===== src/include/axi_apb_config.svh =====
`ifndef AXI_APB_CONFIG_SVH
`define AXI_APB_CONFIG_SVH

// AXI slave port widths
`define AXI_ADDR_W      32
`define AXI_DATA_W      32
`define AXI_ID_W        4
`define AXI_STRB_W      (`AXI_DATA_W / 8)

// depth of each RAM peripheral, in words
`define RAM_WORDS       256

// peripheral windows, 4 KiB each
`define PERIPH_WIN_W    12
`define PERIPH0_BASE    32'h0000_0000
`define PERIPH1_BASE    32'h0000_1000

`endif

===== src/source/axi_apb_pkg.sv =====
`default_nettype none

`include "axi_apb_config.svh"

package axi_apb_pkg;

    typedef enum logic [1:0] {
        FIXED = 2'b00,
        INCR  = 2'b01,
        WRAP  = 2'b10
    } axi_burst_e;

    typedef enum logic [1:0] {
        OKAY   = 2'b00,
        EXOKAY = 2'b01,
        SLVERR = 2'b10,
        DECERR = 2'b11
    } axi_resp_e;

    typedef enum logic [2:0] {
        IDLE,
        WR,
        BRESP,
        RD,
        RRESP
    } bridge_state_e;

    // shared by AW and AR
    typedef struct packed {
        logic [`AXI_ADDR_W-1:0] addr;
        logic [`AXI_ID_W-1:0]   id;
        logic [7:0]             len;
        logic [2:0]             size;
        axi_burst_e             burst;
    } axi_ax_t;

    typedef struct packed {
        logic [`AXI_DATA_W-1:0] data;
        logic [`AXI_STRB_W-1:0] strb;
        logic                   last;
    } axi_w_t;

    typedef struct packed {
        logic [`AXI_ID_W-1:0] id;
        axi_resp_e            resp;
    } axi_b_t;

    typedef struct packed {
        logic [`AXI_ID_W-1:0]   id;
        logic [`AXI_DATA_W-1:0] data;
        axi_resp_e              resp;
        logic                   last;
    } axi_r_t;

    typedef struct packed {
        logic [`AXI_ADDR_W-1:0] paddr;
        logic                   psel;
        logic                   penable;
        logic                   pwrite;
        logic [`AXI_DATA_W-1:0] pwdata;
        logic [`AXI_STRB_W-1:0] pstrb;
    } apb_req_t;

    typedef struct packed {
        logic [`AXI_DATA_W-1:0] prdata;
        logic                   pready;
        logic                   pslverr;
    } apb_rsp_t;

endpackage

`default_nettype wire


===== src/source/axi2apb_bridge.sv =====
`default_nettype none

`include "axi_apb_config.svh"

module axi2apb_bridge (
    input  logic                  aclk,
    input  logic                  aresetn,
    input  axi_apb_pkg::axi_ax_t  aw,
    input  logic                  aw_valid,
    output logic                  aw_ready,
    input  axi_apb_pkg::axi_ax_t  ar,
    input  logic                  ar_valid,
    output logic                  ar_ready,
    input  axi_apb_pkg::axi_w_t   w,
    input  logic                  w_valid,
    output logic                  w_ready,
    output axi_apb_pkg::axi_b_t   b,
    output logic                  b_valid,
    input  logic                  b_ready,
    output axi_apb_pkg::axi_r_t   r,
    output logic                  r_valid,
    input  logic                  r_ready,
    output axi_apb_pkg::apb_req_t apb_req,
    input  axi_apb_pkg::apb_rsp_t apb_rsp
);
    import axi_apb_pkg::*;

    bridge_state_e          state;
    bridge_state_e          state_nxt;

    logic [`AXI_ID_W-1:0]   id_q;
    logic [7:0]             cnt_q;
    logic [2:0]             size_q;
    logic [`AXI_ADDR_W-1:0] addr_q;
    logic [`AXI_ADDR_W-1:0] mask_q;
    logic [`AXI_DATA_W-1:0] rdata_q;
    logic                   err_q;
    logic                   penable_q;

    axi_ax_t                req_sel;
    logic                   accept;
    logic                   psel;
    logic                   apb_done;
    logic                   beat_done;
    logic                   last_beat;

    // set bits of the mask hold the address, clear bits advance
    function automatic logic [`AXI_ADDR_W-1:0] wrap_mask(input axi_ax_t ax);
        logic [`AXI_ADDR_W-1:0] span;
        span = (`AXI_ADDR_W'(ax.len) + 1'b1) << ax.size;
        case (ax.burst)
            FIXED:   return '1;
            WRAP:    return ~(span - 1'b1);
            default: return '0;
        endcase
    endfunction

    assign req_sel   = ar_valid ? ar : aw; // read wins
    assign accept    = (state == IDLE) & (ar_valid | aw_valid);
    assign last_beat = (cnt_q == 8'd0);
    assign apb_done  = psel & penable_q & apb_rsp.pready;
    assign beat_done = ((state == WR) & apb_done) | ((state == RRESP) & r_ready);

    always_comb begin
        state_nxt = state;
        case (state)
            IDLE: begin
                if (ar_valid) begin
                    state_nxt = RD;
                end else if (aw_valid) begin
                    state_nxt = WR;
                end
            end
            WR: begin
                if (apb_done && last_beat) begin
                    state_nxt = BRESP;
                end
            end
            BRESP: begin
                if (b_ready) begin
                    state_nxt = IDLE;
                end
            end
            RD: begin
                if (apb_done) begin
                    state_nxt = RRESP;
                end
            end
            RRESP: begin
                if (r_ready) begin
                    state_nxt = last_beat ? IDLE : RD;
                end
            end
            default: state_nxt = IDLE;
        endcase
    end

    assign ar_ready = (state == IDLE) & ar_valid;
    assign aw_ready = (state == IDLE) & aw_valid & ~ar_valid;
    assign w_ready  = (state == WR) & apb_done;
    assign b_valid  = (state == BRESP);
    assign r_valid  = (state == RRESP);
    assign psel     = ((state == WR) & w_valid) | (state == RD);

    always_comb begin
        apb_req.paddr   = addr_q;
        apb_req.psel    = psel;
        apb_req.penable = penable_q;
        apb_req.pwrite  = (state == WR);
        apb_req.pwdata  = w.data;
        apb_req.pstrb   = (state == WR) ? w.strb : '0; // no strobes on reads

        b.id   = id_q;
        b.resp = err_q ? SLVERR : OKAY;

        r.id   = id_q;
        r.data = rdata_q;
        r.resp = err_q ? SLVERR : OKAY;
        r.last = last_beat;
    end

    always_ff @(posedge aclk or negedge aresetn) begin
        if (!aresetn) begin
            state     <= IDLE;
            cnt_q     <= 8'd0;
            err_q     <= 1'b0;
            penable_q <= 1'b0;
        end else begin
            state     <= state_nxt;
            penable_q <= psel & ~apb_done; // access phase after setup

            if (accept) begin
                cnt_q <= req_sel.len;
            end else if (beat_done && !last_beat) begin
                cnt_q <= cnt_q - 8'd1;
            end

            if (accept) begin
                err_q <= 1'b0;
            end else if ((state == RD) && apb_done) begin
                err_q <= apb_rsp.pslverr; // per beat
            end else if ((state == WR) && apb_done) begin
                err_q <= err_q | apb_rsp.pslverr; // sticky over the burst
            end
        end
    end

    always_ff @(posedge aclk) begin
        if (accept) begin
            id_q   <= req_sel.id;
            size_q <= req_sel.size;
            addr_q <= req_sel.addr;
            mask_q <= wrap_mask(req_sel);
        end else if (beat_done) begin
            addr_q <= (addr_q & mask_q) |
                      ((addr_q + (`AXI_ADDR_W'(1) << size_q)) & ~mask_q);
        end

        if ((state == RD) && apb_done) begin
            rdata_q <= apb_rsp.prdata;
        end
    end

endmodule

`default_nettype wire


===== config.mk =====
export PLATFORM = sky130hd
export DESIGN_NAME = axi2apb_bridge
export DESIGN_NICKNAME = d
export VERILOG_FILES = /design/src/source/axi_apb_pkg.sv /design/src/source/axi2apb_bridge.sv
export VERILOG_INCLUDE_DIRS = /design/src /design/src/include
export SDC_FILE = /design/constraint.sdc
export NUM_CORES = 1
export LEC_CHECK = 0
export BUFFER_PORTS_ARGS = -buffer_cell sky130_fd_sc_hd__buf_2
export CORE_MARGIN = 2
export CORE_UTILIZATION = 51
export CTS_CLUSTER_DIAMETER = 200
export CTS_CLUSTER_SIZE = 28
export DETAILED_ROUTE_END_ITERATION = 8
export PLACE_DENSITY = 0.86
export SETUP_SLACK_MARGIN = 0.2
export SLEW_MARGIN = 40
export SYNTH_ARGS = -nofsm -noshare
export SYNTH_HDL_FRONTEND = slang
export SYNTH_SLANG_ARGS = --single-unit
export TNS_END_PERCENT = 1

===== constraint.sdc =====
create_clock -name aclk -period 4.4 [get_ports aclk]
set_clock_uncertainty 0.1 [all_clocks]
set_input_delay 0.22 -clock aclk [delete_from_list [all_inputs] [get_ports aclk]]
set_output_delay 0.22 -clock aclk [all_outputs]
set_load 0.02 [all_outputs]

==> results.toml, run 1 <==
[timing]
fin_crit_ns = 3.60
setup_viol = 0
max_slew_margin = 0.491
slew_violations = 0
fin_setup_tns_ns = 0
fin_crit_sh = 0.818
rsz0062_at_grt = "false"
fmax_mhz = 278
finalHoldViolations = 0
worstMarginPinSlew_ns = 0.758
hold_ws_ns = 0.0168

[synth]
synth_top_area_cell = "edfxtp_1"
ys_seq_area_frac = 0.435
synth_flop_cell = "edfxtp_1"
synth_area_leaders = "edfxtp_1, buf_4, dfrtp_1"
ys_ff_latch = 115
synth_cell_type_count = 90
syn_avg_cell_area_um2 = 10.5
synth_area_um2 = 7780
synth_edf_count = 102
async_flop_share = 0.113
synth_top_cell_area_share = 0.394
synth.most_common_cell = "edfxtp_1"
netlist_top_cells_count = "edfxtp_1, o21ai_0, nand2_1"
syn_inst = 743
yosys_warnings = 0

[cells_and_area]
final_util = 0.644
stdcell_count = 1152
nets = 1142
syn_to_final_growth_pct = 24.3
drive_above_1_share = 0.356
antenna_cells = 0

[status]
status = "finished, final reports clean"

[floorplan]
io_pins = 297
die_w_um = 128
die_area_um2 = 16300
die_h_um = 128
start_util = 0.518
core_area_um2 = 15000
core.rowCount = 45

[placed_design]
numPlacedInstances = 1086
io_buffer_count = 229
gp_congestion = 0.868
hpwl_mm = 14.2

[global_route]
grt_pass1_vias = 6279
grt_max_degree = 63
antenna_found_initial = 0
grt_pass1_wl_mm = 31.5
grt_use_total = 0.246
grt.overflow.total = 0

[clocking]
cts_tree = "yes"
cts_buffers = 17
clockRootBuffer = "clkbuf_16"
h-tree-depth = 4
clkSinkCount = 115
clk_pin_slew_ns = 0.05
clockBufferDepth = 2
clock_latency_ns = 0.41

[routing]
vias = 6662
wl_per_cell_um = 17.8
drc = 0
drtIter0Drc = 649
drtAntennaViolNets = 0
viasPerCell = 5.78
drt_wl_total_mm = 20.5
dr.pass1.iters = 5

[worst_hold_path]
hold_class = "in -> reg"
hold_path_depth = 2
hold_path_startpoint = "aw[16]"
hold_end = "id_q[3]"

[critical_path]
critPathCaptureType = "register"
criticalPathCategory = "reg -> reg"
worst-path-max-fanout = 9
crit_path_start_kind = "register"
crit_arrival_ns = 3.66
regToRegSetupSlack_ns = 0.80
required_ns = 4.46
rr_worst_depth = 13
regToRegStartpoint = "size_q[0]"

[power_and_ir_drop]
worst_ir_drop_vdd_uv = 290
powerDensity_nw_per_um2 = 454
totalPowerFinal_mw = 4.39
p_leak_nw = 3.94

[flow_run]
cap_violations = 0
layout by cell type (no fill, tap or decap), types with 4 or more instances in the layout:
cell           count
a211oi_1           9
a21o_1             5
a21oi_1           33
a21oi_2           12
a22oi_1            4
and2_1            12
and3_1            10
buf_2            228
buf_4              7
bufinv_16          4
clkbuf_16         17
clkinv_1           4
dfrtp_1           13
dlygate4sd3_1     35
edfxtp_1         102
ha_1              13
inv_1             15
inv_2              6
mux2_2            24
mux2i_1           26
nand2_1           54
nand3_1           22
nand3b_1           6
nand4_1            6
nor2_1            26
nor2b_1            7
nor3_1            20
nor3b_1            4
nor4_1             8
o211ai_1           4
o21ai_0           61
o21ai_1            7
o221ai_1           7
o31ai_1           15
or3_1             11
or4_1              4
xnor2_1           25
xor2_1            16
metrics by stage:
step | worst slack, ns | area, um^2
finish | 0.801 | 9670
global placement | 0.709 | 8730
global route | 0.477 | 9670
CTS | 0.850 | 9670
floorplan | 0.625 | 7790
detailed placement | 0.629 | 8730
worst max-delay path by stage:
stage / startpoint / to / slack (ns) / depth (start not counted)
floorplan: ar_valid / mask_q[15] / 0.62 / 18
global placement: ar_valid / mask_q[15] / 0.71 / 14
detailed placement: ar_valid / mask_q[15] / 0.63 / 14
CTS: size_q[0] / register / 0.85 / 13
global route: size_q[0] / register / 0.48 / 13
finish: size_q[0] / register / 0.80 / 13
layout make-up:
| cell class | count | area (um^2) |
|---|---|---|
| Clock inverter | 12 | 164 |
| Fill cell | 1116 | 5360 |
| Multi-Input combinational cell | 525 | 3810 |
| Sequential cell | 115 | 3390 |
| Tap cell | 188 | 235 |
| Clock buffer | 19 | 433 |
| Timing Repair Buffer | 271 | 1560 |
| Inverter | 22 | 82.6 |
routing by layer:
layer | GRT usage | share of wire | wire length [um]
met5 | 0 | 0 | 0
met4 | 0.0814 | 0.017 | 342
met3 | 0.0657 | 0.069 | 1420
met2 | 0.401 | 0.48 | 9890
met1 | 0.320 | 0.43 | 8820
critical path: stages, from the launching register on:
cell and delay [ns]:
edfxtp_1 0.50, nor3_1 0.25, ha_1 0.20, inv_1 0.06, fa_1 0.37, nor2b_1 0.15, o21ai_0 0.13, a21oi_1 0.21
o21ai_0 0.13, a21boi_0 0.31, o21ai_1 0.28, a211oi_1 0.38, xnor2_1 0.18, o31ai_1 0.09
logic make-up after synthesis:
family	synth area share
XOR/XNOR	0.0482
adder cells (fa/ha/maj)	0.0235
AO/OA/AOI/OAI	0.173
AND/OR/NAND/NOR	0.163
flip-flops	0.435
multiplexers	0.0786
buffers and inverters	0.0781
other	0.000482
repair_timing:
action                    CTS  global route
setup buffers               0             0
hold endpoints to repair   47             0
hold buffers               35             0
resized for setup           0             0
power by group:
group          total, mW  switching [mW]  internal (mW)
Sequential          1.62           0.163           1.46
Combinational       1.36           0.845          0.510
Clock               1.41           0.480          0.935
Power figures use the tool's default switching activity.
==> inputs of run 2 (changes only) <==
--- a/config.mk
+++ b/config.mk
@@ -6,13 +6,14 @@
 export SDC_FILE = /design/constraint.sdc
 export NUM_CORES = 1
 export LEC_CHECK = 0
+export ABC_AREA = 1
 export BUFFER_PORTS_ARGS = -buffer_cell sky130_fd_sc_hd__buf_2
 export CORE_MARGIN = 2
-export CORE_UTILIZATION = 51
+export CORE_UTILIZATION = 46
 export CTS_CLUSTER_DIAMETER = 200
 export CTS_CLUSTER_SIZE = 28
 export DETAILED_ROUTE_END_ITERATION = 8
-export PLACE_DENSITY = 0.86
+export PLACE_DENSITY = 0.82
 export SETUP_SLACK_MARGIN = 0.2
 export SLEW_MARGIN = 40
 export SYNTH_ARGS = -nofsm -noshare
==> constraint.sdc (replaced) <==
create_clock -name aclk -period 3.2 [get_ports aclk]
set_clock_uncertainty 0.1 [all_clocks]
set_input_delay 0.16 -clock aclk [delete_from_list [all_inputs] [get_ports aclk]]
set_output_delay 0.16 -clock aclk [all_outputs]
set_load 0.02 [all_outputs]
==> run 2 against run 1 <==
Combinational power grew 60%. Count of clock-buffer cells in the layout decreased by 2. Clock power increased by 26%. Largest cell class unchanged. Area after synthesis rose by 0.74%. Die area increased by 11%. Flip-flop and latch count stayed put.
==> results.toml, run 2 <==
[clocking]
clockRootBuffer = "clkbuf_16"
clkSinkCount = 115
h-tree-depth = 4
cts_buffers = 17
clockBufferDepth = 2
cts_tree = "yes"
clk_pin_slew_ns = 0.06
clock_latency_ns = 0.41

[cells_and_area]
layout.area.seq_um2 = 3390
fillers = 1352
final_cell_mix = "nand2_1, buf_2, edfxtp_1"
drive_above_1_share = 0.318
final_common_cell = "nand2_1"
final_util = 0.612
syn_to_final_growth_pct = 29.9
multiInputGateArea_um2 = 3690
nets = 1421

[routing]
viasPerCell = 5.30
drtIter0Drc = 839
wl_per_cell_um = 16.0
dr.pass1.iters = 6
drt_wl_total_mm = 23.5
drc = 0
vias = 7764
drtAntennaViolNets = 0

[critical_path]
required_ns = 3.27
rr_worst_depth = 18
cp_top_family = "simple AND/OR/NAND/NOR gates"
path_buf_inv = 2
regToRegSetupSlack_ns = 0.11
regToRegStartpoint = "size_q[0]"
crit_arrival_ns = 3.16
slowest_delay_ns = 0.42
worstPathCellList = "nor3_2, ha_2, inv_2, fa_2, inv_2, nand3_2, nand2_2, nand2_2, nand2_2, a21oi_2, o21ai_2, nand2_2, nor2_4, nand3_4, nor2_4, a21oi_2, o21ai_2, nand2_1"
critical_path_depth = 18
worst-path-max-fanout = 4
crit_path_start_kind = "register"
criticalPathCategory = "reg -> reg"
worst_path_max_delay_cell = "edfxtp_1"
critPathCaptureType = "register"
crit_top_cell = "nand2_2"

[synth]
syn_inst = 979
synth_area_leaders = "edfxtp_1, nand2_1, inv_1"
synth_flop_cell = "edfxtp_1"
synth_cell_type_count = 52
synth_edf_count = 102
synth_top_area_cell = "edfxtp_1"
synth_top_cell_area_share = 0.391
synth.most_common_cell = "nand2_1"
ys_seq_area_frac = 0.432
syn_avg_cell_area_um2 = 8.01
ys_ff_latch = 115
synth_area_um2 = 7840
yosys_warnings = 0
netlist_top_cells_count = "nand2_1, edfxtp_1, inv_1"
async_flop_share = 0.113

[global_route]
grt_pass1_vias = 7155
grt_max_degree = 56
antenna_found_initial = 1
grt_pass1_wl_mm = 35.5
grt_use_total = 0.249
grt.overflow.total = 0

[timing]
slew_violations = 0
worstMarginPinSlew_ns = 0.773
setup_viol = 0
hold_ws_ns = 0.0229
fin_crit_sh = 0.965
rsz0062_at_grt = "true"
fmax_mhz = 324
fin_crit_ns = 3.09
max_slew_margin = 0.483
fin_ws_ns = 0.111
finalHoldViolations = 0

[floorplan]
die_area_um2 = 18100
io_pins = 297
die_w_um = 135
die_h_um = 135
start_util = 0.471
core_area_um2 = 16600
core.rowCount = 47

[power_and_ir_drop]
powerDensity_nw_per_um2 = 607
totalPowerFinal_mw = 6.18
p_leak_nw = 4.78
worst_ir_drop_vdd_uv = 377

[status]
status = "finished, final reports clean"

[flow_run]
cap_violations = 0

[worst_hold_path]
hold_path_startpoint = "aw[36]"
hold_class = "in -> reg"
hold_path_depth = 5

[placed_design]
dpl_worst_slack_ns = 0.0402
hpwl_mm = 16.4
io_buffer_count = 229
gp_congestion = 0.925
run 2: cell types whose count changed in the layout (fill, tap and decap cells not counted), moves of 24 or more:
| cell | before | now |
|---|---|---|
| nand2_2 | 1 | 28 |
| nor2_1 | 26 | 52 |
| nand2_1 | 54 | 286 |
| mux2_2 | 24 | 0 |
| mux2i_1 | 26 | 1 |
| nand3_1 | 22 | 56 |
| inv_1 | 15 | 92 |
run 2: logic make-up (layout without fill, tap and decap cells):
logic type                 Yosys count  count (layout)  share of synthesized area
other                                1               3                   0.000478
buffers and inverters              180             444                      0.114
adders and majority gates           14              14                     0.0233
AOI/OAI and AO/OA                  126             126                     0.0959
xor gates and xnor gates            24              24                     0.0268
and+or+nand+nor                    518             518                      0.306
muxes                                1               1                    0.00128
DFF                                115             115                      0.432
run 2: power by group:
| group | switching [mW] | internal [mW] |
|---|---|---|
| Clock | 0.714 | 1.07 |
| Combinational | 1.44 | 0.740 |
| Sequential | 0.199 | 2.02 |
run 2: how the worst max path moves through the flow:
stage                          from        to
after floorplan           size_q[1]  register
after global placement    size_q[1]  register
after detailed placement  size_q[1]  register
after CTS                 size_q[0]  register
after global routing      size_q[0]  register
final                     size_q[0]  register
run 2: per-stage QoR:
stage | std cells | setup TNS, ns | cell area (um^2)
2_1_floorplan | 980 | 0 | 7850
4_1_cts | 1456 | 0 | 10000
5_1_grt | 1465 | -0.0136 | 10200
3_5_place_dp | 1371 | 0 | 8910
6_report | 1465 | 0 | 10200
3_3_place_gp | 1371 | 0 | 8910
run 2: final cells by class:
| class | instances | area share |
|---|---|---|
| Clock inverter | 15 | 0.0130 |
| Antenna cell | 1 | 0.000246 |
| Sequential cell | 115 | 0.333 |
| Timing Repair Buffer | 309 | 0.184 |
| Tap cell | 220 | 0.0270 |
| Clock buffer | 17 | 0.0418 |
| Multi-Input combinational cell | 685 | 0.363 |
| Inverter | 103 | 0.0385 |
run 2: per-layer routing:
layer,GRT usage,vias to the layer above,wire (um)
met4,0.0953,0,742
met2,0.419,403,11500
met1,0.320,3567,9380
met3,0.0447,79,1880
met5,0,-,0
li1,-,3715,-
run 2: tightest hold or removal path: cells and delay by family:
| kind | cells | cell delay (ns) |
|---|---|---|
| and+or+nand+nor | 3 | 0.14 |
| AOI/OAI and AO/OA | 1 | 0.05 |
| buffers and inverters | 1 | 0.08 |
run 2: what timing repair did:
| action | in CTS | in global routing |
|---|---|---|
| pin swaps | 2 | 14 |
| hold buffers | 48 | 0 |
| resized for setup | 7 | 31 |
| endpoints found under the setup margin | 5 | 22 |
| buffers inserted | 5 | 8 |
| endpoints found under the hold margin | 55 | 0 |
