File: src/include/axi_apb_config.svh
`ifndef AXI_APB_CONFIG_SVH
`define AXI_APB_CONFIG_SVH

// AXI slave port widths
`define AXI_ADDR_W      32
`define AXI_DATA_W      32
`define AXI_ID_W        4
`define AXI_STRB_W      (`AXI_DATA_W / 8)

// depth of each RAM peripheral, in words
`define RAM_WORDS       256

// peripheral windows, 4 KiB each
`define PERIPH_WIN_W    12
`define PERIPH0_BASE    32'h0000_0000
`define PERIPH1_BASE    32'h0000_1000

`endif
File: src/source/axi_apb_pkg.sv
`default_nettype none

`include "axi_apb_config.svh"

package axi_apb_pkg;

    typedef enum logic [1:0] {
        FIXED = 2'b00,
        INCR  = 2'b01,
        WRAP  = 2'b10
    } axi_burst_e;

    typedef enum logic [1:0] {
        OKAY   = 2'b00,
        EXOKAY = 2'b01,
        SLVERR = 2'b10,
        DECERR = 2'b11
    } axi_resp_e;

    typedef enum logic [2:0] {
        IDLE,
        WR,
        BRESP,
        RD,
        RRESP
    } bridge_state_e;

    // shared by AW and AR
    typedef struct packed {
        logic [`AXI_ADDR_W-1:0] addr;
        logic [`AXI_ID_W-1:0]   id;
        logic [7:0]             len;
        logic [2:0]             size;
        axi_burst_e             burst;
    } axi_ax_t;

    typedef struct packed {
        logic [`AXI_DATA_W-1:0] data;
        logic [`AXI_STRB_W-1:0] strb;
        logic                   last;
    } axi_w_t;

    typedef struct packed {
        logic [`AXI_ID_W-1:0] id;
        axi_resp_e            resp;
    } axi_b_t;

    typedef struct packed {
        logic [`AXI_ID_W-1:0]   id;
        logic [`AXI_DATA_W-1:0] data;
        axi_resp_e              resp;
        logic                   last;
    } axi_r_t;

    typedef struct packed {
        logic [`AXI_ADDR_W-1:0] paddr;
        logic                   psel;
        logic                   penable;
        logic                   pwrite;
        logic [`AXI_DATA_W-1:0] pwdata;
        logic [`AXI_STRB_W-1:0] pstrb;
    } apb_req_t;

    typedef struct packed {
        logic [`AXI_DATA_W-1:0] prdata;
        logic                   pready;
        logic                   pslverr;
    } apb_rsp_t;

endpackage

`default_nettype wire

File: src/source/apb_decoder.sv
`default_nettype none

`include "axi_apb_config.svh"

module apb_decoder (
    input  logic                  aclk,
    input  logic                  aresetn,
    input  axi_apb_pkg::apb_req_t apb_req,
    output axi_apb_pkg::apb_rsp_t apb_rsp,
    output axi_apb_pkg::apb_req_t periph_req [2],
    input  axi_apb_pkg::apb_rsp_t periph_rsp [2]
);
    localparam logic [`AXI_ADDR_W-1:0] BASE [2] = '{`PERIPH0_BASE, `PERIPH1_BASE};

    logic [1:0] hit;
    logic [1:0] hit_q; // one-hot, zero when unmapped

    for (genvar i = 0; i < 2; i++) begin : g_periph
        assign hit[i] = (apb_req.paddr[`AXI_ADDR_W-1:`PERIPH_WIN_W] ==
                         BASE[i][`AXI_ADDR_W-1:`PERIPH_WIN_W]);

        always_comb begin
            periph_req[i]      = apb_req;
            periph_req[i].psel = apb_req.psel & hit[i];
        end
    end

    // captured in the setup phase, paddr is stable through the access
    always_ff @(posedge aclk or negedge aresetn) begin
        if (!aresetn) begin
            hit_q <= 2'b00;
        end else if (apb_req.psel && !apb_req.penable) begin
            hit_q <= hit;
        end
    end

    always_comb begin
        // default error slave answers in the first access cycle
        apb_rsp.prdata  = '0;
        apb_rsp.pready  = apb_req.psel & apb_req.penable;
        apb_rsp.pslverr = apb_req.psel & apb_req.penable;
        if (hit_q[0]) begin
            apb_rsp = periph_rsp[0];
        end else if (hit_q[1]) begin
            apb_rsp = periph_rsp[1];
        end
    end

endmodule

`default_nettype wire

File: config.mk
export PLATFORM = sky130hd
export DESIGN_NAME = apb_decoder
export DESIGN_NICKNAME = d
export VERILOG_FILES = /design/src/source/axi_apb_pkg.sv /design/src/source/apb_decoder.sv
export VERILOG_INCLUDE_DIRS = /design/src /design/src/include
export SDC_FILE = /design/constraint.sdc
export NUM_CORES = 1
export LEC_CHECK = 0
export BUFFER_PORTS_ARGS = -buffer_cell sky130_fd_sc_hd__clkbuf_2
export CAP_MARGIN = 20
export CORE_AREA = 2 2 123 125
export CTS_CLUSTER_DIAMETER = 80
export DETAILED_ROUTE_END_ITERATION = 12
export DIE_AREA = 0 0 125 127
export GPL_TIMING_DRIVEN = 0
export MAX_ROUTING_LAYER = met4
export SLEW_MARGIN = 30
export SYNTH_ARGS = -nofsm -noshare
export SYNTH_HDL_FRONTEND = slang
export SYNTH_SLANG_ARGS = --single-unit
File: constraint.sdc
create_clock -name aclk -period 1.7 [get_ports aclk]
set_clock_uncertainty 0.2 [all_clocks]
set_input_delay 0.255 -clock aclk [delete_from_list [all_inputs] [get_ports aclk]]
set_output_delay 0.255 -clock aclk [all_outputs]
set_load 0.03 [all_outputs]
==> impl_metrics.tcl, run 1 <==
set metrics [dict create \
    initial_antenna_violation_count 1 \
    synthesis.nets 350 \
    max_ffs_per_register 2 \
    first_global_vias 2142 \
    finish.net_count 636 \
    yosys.area.top_type_share_pct 67.1 \
    initialDrtViolationCount 34 \
    registers.top_by_ff_count "hit_q" \
    net_switching_power_of_the_design_mw 0.584 \
    drt_first_pass_iters 4 \
    maxUsedRoutingLayer "met4" \
    finish_stage_setup_viols 35 \
    cap_viol_max_count 0 \
    cp-end-kind "output port" \
    finalWeightedCongestion 0.697 \
    cp_data_arrival_time_ns 1.44 \
    worst_setup_hold_path_clk_slew_ns 0.03 \
    synth.lib_cells_used.distinct 18 \
    pwr-share-seq_pct 3.6 \
    tritoncts.num_buffers 3 \
    synth.area.top_cells "sky130_fd_sc_hd__buf_4 67%, sky130_fd_sc_hd__a22o_1 17%, sky130_fd_sc_hd__dfrtp_1 3.2%" \
    violations_in_the_final_reports "negative setup slack" \
    cp_data_required_time_ns 1.24 \
    syn-cell-area_sq_um 1570 \
    run_status "finished with violations" \
    critical_path.startpoint_type "flip-flop" \
    gr-total-overflow 0 \
    core.rowCount 44 \
    critical_path_fanout_max 5 \
    min_delay_worst_type "in2reg" \
    yosysSeqAreaShare_pct 3.19 \
    cellLeakagePower_nw 2.27 \
    timing.critical_path.max_delay_family "buffers and inverters" \
    cts_root_buf "sky130_fd_sc_hd__clkbuf_16" \
    finalCriticalPeriod_ns 1.90 \
    post_route_cells_drive_above_1_share_pct 91.7 \
    detailroute.via_count 2267 \
    fraction_of_power_spent_switching_nets_pct 43.7 \
    global_route_wire_length_before_repair_mm 11.4 \
    slew_limit_headroom_pct 78.3 \
    synthesized_instance_count 209 \
    floorplan.die.width_um 125 \
    critical_path_class "reg2out" \
    hpwl_mm 6.79 \
    drcViolationCount 0 \
    clock_sinks 2 \
    vias_per_cell 3.34 \
    final_core_util_pct 27.2 \
    design.die.area_sq_um 15900 \
    critical-path-slowest-cell "sky130_fd_sc_hd__dfrtp_2" \
    route.antenna.remaining_nets 0 \
    finalNonFillerCells 678 \
    worstMarginPinSlew_ns 0.321 \
    synth_seq_cells 2 \
    routed-wl-met2_mm 4.66 \
    gr_util_all_layers_pct 9.19 \
    wirelength_met1_mm 3.05 \
    fmaxAchievable_ghz 0.527 \
    setup-tns-final_ns -5.79 \
    htree_num_levels 1 \
    finalHoldViolCount 0 \
    rsz0062_at_grt "true" \
    synth_largest_area_cell "sky130_fd_sc_hd__buf_4" \
    grt_max_degree 11 \
    latest_clock_arrival_within_the_worst_skew_pair_ns 0.22 \
    drt-total-wl_mm 8.36 \
    finalMaxSlewViolations 0 \
    place.detailed.instances 660 \
    critPathMaxStageDelay_ns 0.43 \
    cp_num_buf_inv 3 \
    met3RoutedLength_um 617 \
    clkPwrFrac_pct 26.2 \
    die-height_um 127 \
    max-vdd-ir-drop_mv 0.236 \
    start_util_pct 10.9 \
    final_critical_path_setup_slack_ns -0.197 \
    syn_area_per_cell_sq_um 7.50 \
    placement.cell_area_sq_um 3140 \
    ioPinCount 317 \
    p_int_mw 0.751 \
    synth_warnings 0 \
    layout_top_registers "hit_q: 2 flops" \
    area_growth_syn_to_layout_pct 151 \
    post-route-cell-area_sq_um 3930 \
    power_per_cell_area_nw_per_um2 340 \
    maximum_root_to_sink_buffer_count 2 \
    average_routed_wire_per_standard_cell_um 12.3 \
    finalCritPeriodShare_pct 112 \
    crit_path_cell_trace "nor2b_4, buf_12, buf_8, a22o_1, clkbuf_8" \
    core_sq_um 14400 \
    clock_tree_from_tritoncts "done" \
    port_buffers 267 \
    power.share.combinational_pct 70.2 \
]
## kinds of logic after synthesis
logic type	share of synthesized area, %
AOI/OAI and AO/OA	19.8
buffers and inverters	69.3
DFF	3.20
and+or+nand+nor	7.67
## final cells by class
type | count | area [sq um]
fillers | 1541 | 10500
repair buffers | 282 | 1880
plain buffers | 146 | 1140
multi-input cells | 59 | 544
well taps | 184 | 230
clock buffers | 3 | 75.1
flip-flops and latches | 2 | 52.6
inverters | 1 | 3.75
diodes | 1 | 2.50
## layer usage
metal | up-vias | global-route usage (%)
li1 | 1139 | -
met1 | 983 | 9.90
met2 | 143 | 18.1
met3 | 2 | 1.21
met4 | 0 | 1.57
met5 | - | -
## power by group through the flow
stage	clock, mW	sequential (mW)	combinational [mW]
final	0.350	0.0480	0.937
after floorplan	0	0.0485	0.631
after global placement	0	0.0485	0.914
after global routing	0.363	0.0479	0.981
after CTS	0.356	0.0480	0.941
after detailed placement	0	0.0485	0.916
## layout by cell type (no fill, tap or decap), drive strengths merged, types with 2 or more instances in the layout
cell type  Yosys  layout
a22o          30      30
nand2         10      10
buf          144     166
nor3           2       2
dfrtp          2       2
o21ai          4       4
clkbuf         3     264
nor4           4       4
o41ai          2       2
a21oi          2       2
## worst paths after layout
| kind | from | end | slack (ns) | cells after the start |
|---|---|---|---|---|
| setup reg to reg | hit_q[0] | hit_q[0] | 0.33 | 5 |
| min in group asynchronous | aresetn | hit_q[0] | 0.19 | 2 |
| hold / removal | apb_req[51] | hit_q[0] | 0.15 | 2 |
| hold reg to reg | hit_q[1] | hit_q[1] | 0.44 | 3 |
| max in group asynchronous | aresetn | hit_q[1] | 1.00 | 2 |
| setup / recovery | hit_q[1] | apb_rsp[3] | -0.20 | 5 |
## what timing repair did
| action | in CTS | in global routing |
|---|---|---|
| cloned | 1 | 2 |
| gates resized for setup | 111 | 19 |
| hold buffers | 1 | 0 |
| setup buffers | 6 | 5 |
| pin swaps | 10 | 7 |
| setup endpoints to repair | 37 | 36 |
| hold endpoints to repair | 2 | 0 |
## cells in the mapped netlist, drive strengths merged
cell and count:
buf 144, a22o 30, nand2 10, nor4 4
o21ai 4, clkbuf 3, a21oi 2, dfrtp 2
nor3 2, o41ai 2, and3b 1, inv 1
nand2b 1, nand3 1, nor2b 1, nor4b 1
## worst reg2reg max path, stage by stage (launching register included)
cell and delay [ns]:
sky130_fd_sc_hd__dfrtp_2 0.47, sky130_fd_sc_hd__buf_6 0.17, sky130_fd_sc_hd__clkbuf_16 0.16, sky130_fd_sc_hd__buf_4 0.13
sky130_fd_sc_hd__nand2_1 0.04, sky130_fd_sc_hd__o41ai_1 0.07
## stage by stage
stage          setup WS, ns  power (mW)  hold WS [ns]
3_3_place_gp         -0.551       0.962        -0.148
5_1_grt              -0.228        1.39         0.168
3_5_place_dp         -0.548       0.965        -0.151
6_report             -0.197        1.34         0.154
2_1_floorplan        -0.197       0.680        -0.241
4_1_cts              -0.204        1.35         0.148
Note: power is estimated with default switching activity, not from simulation.
==> run 2, diff against run 1 <==
- MAX_ROUTING_LAYER: met4 -> not set
==> impl_metrics.tcl, run 2 (same netlist as run 1, synthesis figures left out) <==
set metrics [dict create \
    global_route_wire_length_before_repair_mm 11.4 \
    maximum_root_to_sink_buffer_count 2 \
    max_ffs_per_register 2 \
    power_per_cell_area_nw_per_um2 340 \
    post-route-cell-area_sq_um 3920 \
    placement.cell_area_sq_um 3140 \
    final_critical_path_setup_slack_ns -0.197 \
    met3RoutedLength_um 618 \
    cts_root_buf "sky130_fd_sc_hd__clkbuf_16" \
    clock_tree_from_tritoncts "done" \
    latest_clock_arrival_within_the_worst_skew_pair_ns 0.22 \
    fmaxAchievable_ghz 0.527 \
    min_delay_worst_type "in2reg" \
    routed-wl-met2_mm 4.67 \
    maxUsedRoutingLayer "met5" \
    rsz0062_at_grt "true" \
    crit_path_cell_trace "nor2b_4, buf_12, buf_8, a22o_1, clkbuf_8" \
    die-height_um 127 \
    power.share.combinational_pct 70.2 \
    core.rowCount 44 \
    finalPower_mw 1.34 \
    start_util_pct 10.9 \
    cellLeakagePower_nw 2.27 \
    violations_in_the_final_reports "negative setup slack" \
    finish_stage_setup_viols 35 \
    cap_viol_max_count 0 \
    vias_per_cell 3.35 \
    drcViolationCount 0 \
    initialDrtViolationCount 37 \
    multi_input_comb_area_sq_um 544 \
    average_routed_wire_per_standard_cell_um 12.3 \
    hpwl_mm 6.79 \
    critical_path.startpoint_type "flip-flop" \
    route.antenna.remaining_nets 0 \
    initial_antenna_violation_count 1 \
    design.die.area_sq_um 15900 \
    clock_sinks 2 \
    finish.net_count 636 \
    grt_max_degree 11 \
    mostFrequentLayoutCells "231 x sky130_fd_sc_hd__clkbuf_2, 149 x sky130_fd_sc_hd__buf_4, 28 x sky130_fd_sc_hd__a22o_1" \
    clkPwrFrac_pct 26.2 \
    worst-r2r-setup-slack_ns 0.33 \
    p_int_mw 0.751 \
    critical_path_fanout_max 5 \
    critical_path_class "reg2out" \
    worst_setup_hold_path_clk_slew_ns 0.03 \
    antennaDiodeCount 0 \
    drt-total-wl_mm 8.36 \
    timing.critical_path.max_delay_family "buffers and inverters" \
    first_global_vias 2141 \
    detailroute.via_count 2267 \
    area_growth_syn_to_layout_pct 150 \
    floorplan.die.width_um 125 \
    pwr-share-seq_pct 3.6 \
    finalWeightedCongestion 0.690 \
    finalCritPeriodShare_pct 112 \
    htree_num_levels 1 \
    fraction_of_power_spent_switching_nets_pct 43.7 \
    registers.top_by_ff_count "hit_q" \
    post_route_cells_drive_above_1_share_pct 91.7 \
    gr-total-overflow 0 \
    placement.setup.worst_slack_ns -0.548 \
    tritoncts.num_buffers 3 \
    critPathMaxStageDelay_ns 0.43 \
    setup-tns-final_ns -5.75 \
    slew_limit_headroom_pct 78.3 \
    core_sq_um 14400 \
    net_switching_power_of_the_design_mw 0.584 \
    cp_data_required_time_ns 1.24 \
    fillerInstances 1542 \
    layout_top_registers "hit_q: 2 flops" \
    drt_first_pass_iters 4 \
    finalMaxSlewViolations 0 \
    ioPinCount 317 \
    worstMarginPinSlew_ns 0.321 \
    finalHoldViolCount 0 \
    seqCellArea_sq_um 52.6 \
    cp_data_arrival_time_ns 1.44 \
    run_status "finished with violations" \
    gr_util_all_layers_pct 8.93 \
    cp_num_buf_inv 3 \
    layout_commonest_cell "sky130_fd_sc_hd__clkbuf_2" \
    port_buffers 267 \
    finalCriticalPeriod_ns 1.90 \
    wirelength_met1_mm 3.01 \
    critical-path-slowest-cell "sky130_fd_sc_hd__dfrtp_2" \
    hold-worst-slack_ns 0.153 \
    max-vdd-ir-drop_mv 0.235 \
    cp-end-kind "output port" \
]
run 2: final cells by class:
cell class	instances	area share, %
timing repair buffer	282	47.9
sequential	2	1.34
tap	184	5.87
inverter	1	0.0957
buffer	146	29.0
multi-input combinational	59	13.9
clock buffer	3	1.91
run 2: worst paths after layout:
| path | start | endpoint | cells after the start |
|---|---|---|---|
| setup / recovery | hit_q[1] | apb_rsp[3] | 5 |
| hold / removal | apb_req[51] | hit_q[0] | 2 |
| setup reg to reg | hit_q[0] | hit_q[0] | 5 |
| hold reg to reg | hit_q[1] | hit_q[1] | 3 |
| max in group asynchronous | aresetn | hit_q[1] | 2 |
| min in group asynchronous | aresetn | hit_q[0] | 2 |
run 2: power groups by stage:
stage / combinational, mW / clock [mW] / sequential [mW]
after floorplan: 0.631 / 0 / 0.0485
after global placement: 0.914 / 0 / 0.0485
after detailed placement: 0.916 / 0 / 0.0485
after CTS: 0.941 / 0.356 / 0.0480
after global routing: 0.981 / 0.363 / 0.0479
final: 0.937 / 0.350 / 0.0480
run 2: timing repair:
| action | in CTS | in global routing |
|---|---|---|
| setup buffers | 6 | 5 |
| gates resized for setup | 111 | 19 |
| endpoints found under the hold margin | 2 | 0 |
| cloned | 1 | 2 |
| pin swaps | 10 | 7 |
| hold buffers | 1 | 0 |
| setup endpoints to repair | 37 | 36 |
run 2: metal layers:
layer,up-vias,GRT usage (%)
li1,1137,-
met1,981,9.82
met2,143,18.1
met3,4,1.34
met4,2,1.57
met5,-,0
run 2: worst reg2reg max path, stage by stage (launching register included):
cell	delay (ns)
sky130_fd_sc_hd__dfrtp_2	0.46
sky130_fd_sc_hd__buf_6	0.17
sky130_fd_sc_hd__clkbuf_16	0.16
sky130_fd_sc_hd__buf_4	0.13
sky130_fd_sc_hd__nand2_1	0.04
sky130_fd_sc_hd__o41ai_1	0.07
run 2: through the flow:
stage          utilization (%)  instances
5_1_grt                   27.2        677
4_1_cts                   26.1        671
2_1_floorplan                -        209
6_report                  27.2        677
3_5_place_dp              21.8        660
3_3_place_gp              21.8        660
==> run 3, diff against run 2 <==
- CORE_AREA: 2 2 123 125 -> 2 2 125 127
- DIE_AREA: 0 0 125 127 -> 0 0 127 129
- clock period: 1.7 -> 1.5 ns (I/O delays scaled with it)
==> impl_metrics.tcl, run 3 (same netlist as run 1, synthesis figures left out) <==
set metrics [dict create \
    post-route-cell-area_sq_um 4050 \
    grt_max_degree 11 \
    registers.top_by_ff_count "hit_q" \
    finalCriticalPeriod_ns 1.82 \
    start_util_pct 10.5 \
    area_growth_syn_to_layout_pct 159 \
    worst_r2r_startpoint "hit_q[0]" \
    finish.net_count 632 \
    clock_tree_from_tritoncts "done" \
    maximum_root_to_sink_buffer_count 2 \
    vias_per_cell 3.39 \
    design.die.area_sq_um 16400 \
    reg2reg_to "hit_q[0]" \
    ioPinCount 317 \
    final_critical_path_setup_slack_ns -0.316 \
    floorplan.die.width_um 127 \
    initialDrtViolationCount 21 \
    finalMaxSlewViolations 0 \
    latest_clock_arrival_within_the_worst_skew_pair_ns 0.22 \
    seqCellArea_sq_um 52.6 \
    drcViolationCount 0 \
    critical_path_fanout_max 10 \
    cts_root_buf "sky130_fd_sc_hd__clkbuf_16" \
    critical-path-slowest-cell "sky130_fd_sc_hd__dfrtp_2" \
    min_delay_worst_type "in2async" \
    cap_viol_max_count 0 \
    critPathMaxStageDelay_ns 0.40 \
    die-height_um 129 \
    run_status "finished with violations" \
    drt_first_pass_iters 4 \
    slew_limit_headroom_pct 79.8 \
    route.antenna.remaining_nets 0 \
    layout_top_registers "hit_q: 2 flops" \
    core_sq_um 15000 \
    initial_antenna_violation_count 0 \
    drt-total-wl_mm 7.90 \
    finish_stage_setup_viols 36 \
    worst_setup_hold_path_clk_slew_ns 0.03 \
    htree_num_levels 1 \
    first_global_vias 2014 \
    mostFrequentLayoutCells "229 x sky130_fd_sc_hd__clkbuf_2, 144 x sky130_fd_sc_hd__buf_4, 34 x sky130_fd_sc_hd__buf_8" \
    cp-end-kind "output port" \
    gr-total-overflow 0 \
    grt_use_met3_pct 0.998 \
    final_core_util_pct 27.0 \
    placement.cell_area_sq_um 3250 \
    clock_sinks 2 \
    place.detailed.instances 664 \
    violations_in_the_final_reports "negative setup slack" \
    finalNonFillerCells 678 \
    power_per_cell_area_nw_per_um2 378 \
    gr_util_all_layers_pct 7.70 \
    cp_data_required_time_ns 1.07 \
    core.rowCount 45 \
    hpwl_mm 6.49 \
    finalWeightedCongestion 0.713 \
    cellLeakagePower_nw 2.36 \
    finalHoldViolCount 0 \
    fillerInstances 1621 \
    port_buffers 267 \
    detailroute.via_count 2301 \
    critical_path.startpoint_type "flip-flop" \
    grt_use_met1_pct 8.34 \
    crit_path_cell_trace "nor2b_4, buf_12, buf_8, a22o_4, buf_8" \
    rsz0062_at_grt "true" \
    critical_path_class "reg2out" \
    fmaxAchievable_ghz 0.551 \
    tritoncts.num_buffers 3 \
    global_route_wire_length_before_repair_mm 10.0 \
    multi_input_comb_area_sq_um 712 \
    worstRegToRegCells 4 \
    layout_commonest_cell "sky130_fd_sc_hd__clkbuf_2" \
    average_routed_wire_per_standard_cell_um 11.6 \
    grt_busiest_layer "met2" \
    cp_data_arrival_time_ns 1.39 \
    worstMarginPinSlew_ns 0.299 \
    worst-r2r-setup-slack_ns 0.30 \
    placement.setup.worst_slack_ns -0.568 \
    finalCritPeriodShare_pct 121 \
    globalRouteMet2Util_pct 15.7 \
    max_ffs_per_register 2 \
    critPathMostFrequentCell "sky130_fd_sc_hd__buf_8" \
    max-vdd-ir-drop_mv 0.387 \
    post_route_cells_drive_above_1_share_pct 97.8 \
]
==> run 3: cell type report <==
cell class                      instances  area share (%)
Multi-Input combinational cell         59            17.6
Antenna cell                            1          0.0618
Tap cell                              188            5.81
Timing Repair Buffer                  277            45.2
Clock buffer                            3            1.85
Buffer                                147            28.1
Sequential cell                         2            1.30
Inverter                                1          0.0927
==> run 3: power breakdown <==
group          internal (mW)  total [mW]  switching (mW)  leakage (nW)
logic                  0.464        1.08           0.614          2.30
clock network          0.339       0.400          0.0606        0.0370
registers             0.0544      0.0544     0.000000191        0.0246
==> run 3: worst max path at each step <==
stage | start | end | slack (ns) | cells past startpoint
after floorplan | apb_req[64] | periph_req[109] | -0.08 | 3
after global placement | hit_q[1] | apb_rsp[5] | -0.62 | 4
after detailed placement | hit_q[1] | apb_rsp[10] | -0.57 | 4
after CTS | hit_q[1] | apb_rsp[7] | -0.33 | 5
after global routing | hit_q[0] | apb_rsp[33] | -0.36 | 5
final | hit_q[1] | apb_rsp[13] | -0.32 | 5
==> run 3: timing repair <==
action                                  CTS  global route
pin swaps                                 3             7
endpoints found under the setup margin   37            36
setup buffers                             4             4
hold buffers                              1             0
gates cloned                              1             1
gates resized for setup                  94            72
hold endpoints to repair                  2             0
==> run 3: stage by stage <==
stage | total power [mW] | hold slack [ns] | setup TNS (ns)
global placement | 1.10 | -0.190 | -19.92
finish | 1.53 | 0.126 | -10.31
detailed placement | 1.10 | -0.185 | -18.46
floorplan | 0.775 | -0.271 | -0.205
CTS | 1.52 | 0.123 | -11.15
global route | 1.60 | 0.132 | -11.97
==> run 3: critical path, delay by kind of cell (launching register included) <==
family | cells | cell delay (ns)
AO/OA/AOI/OAI | 1 | 0.23
buffers and inverters | 3 | 0.41
flip-flops | 1 | 0.40
AND/OR/NAND/NOR | 1 | 0.13
==> run 3: layer usage <==
| metal | up-vias | share of wire [%] | wire length (um) |
|---|---|---|---|
| met5 | - | 0 | 0 |
| met4 | 0 | 0.65 | 51 |
| met3 | 4 | 8.0 | 634 |
| met2 | 162 | 56 | 4450 |
| met1 | 1002 | 35 | 2760 |
| li1 | 1133 | - | - |
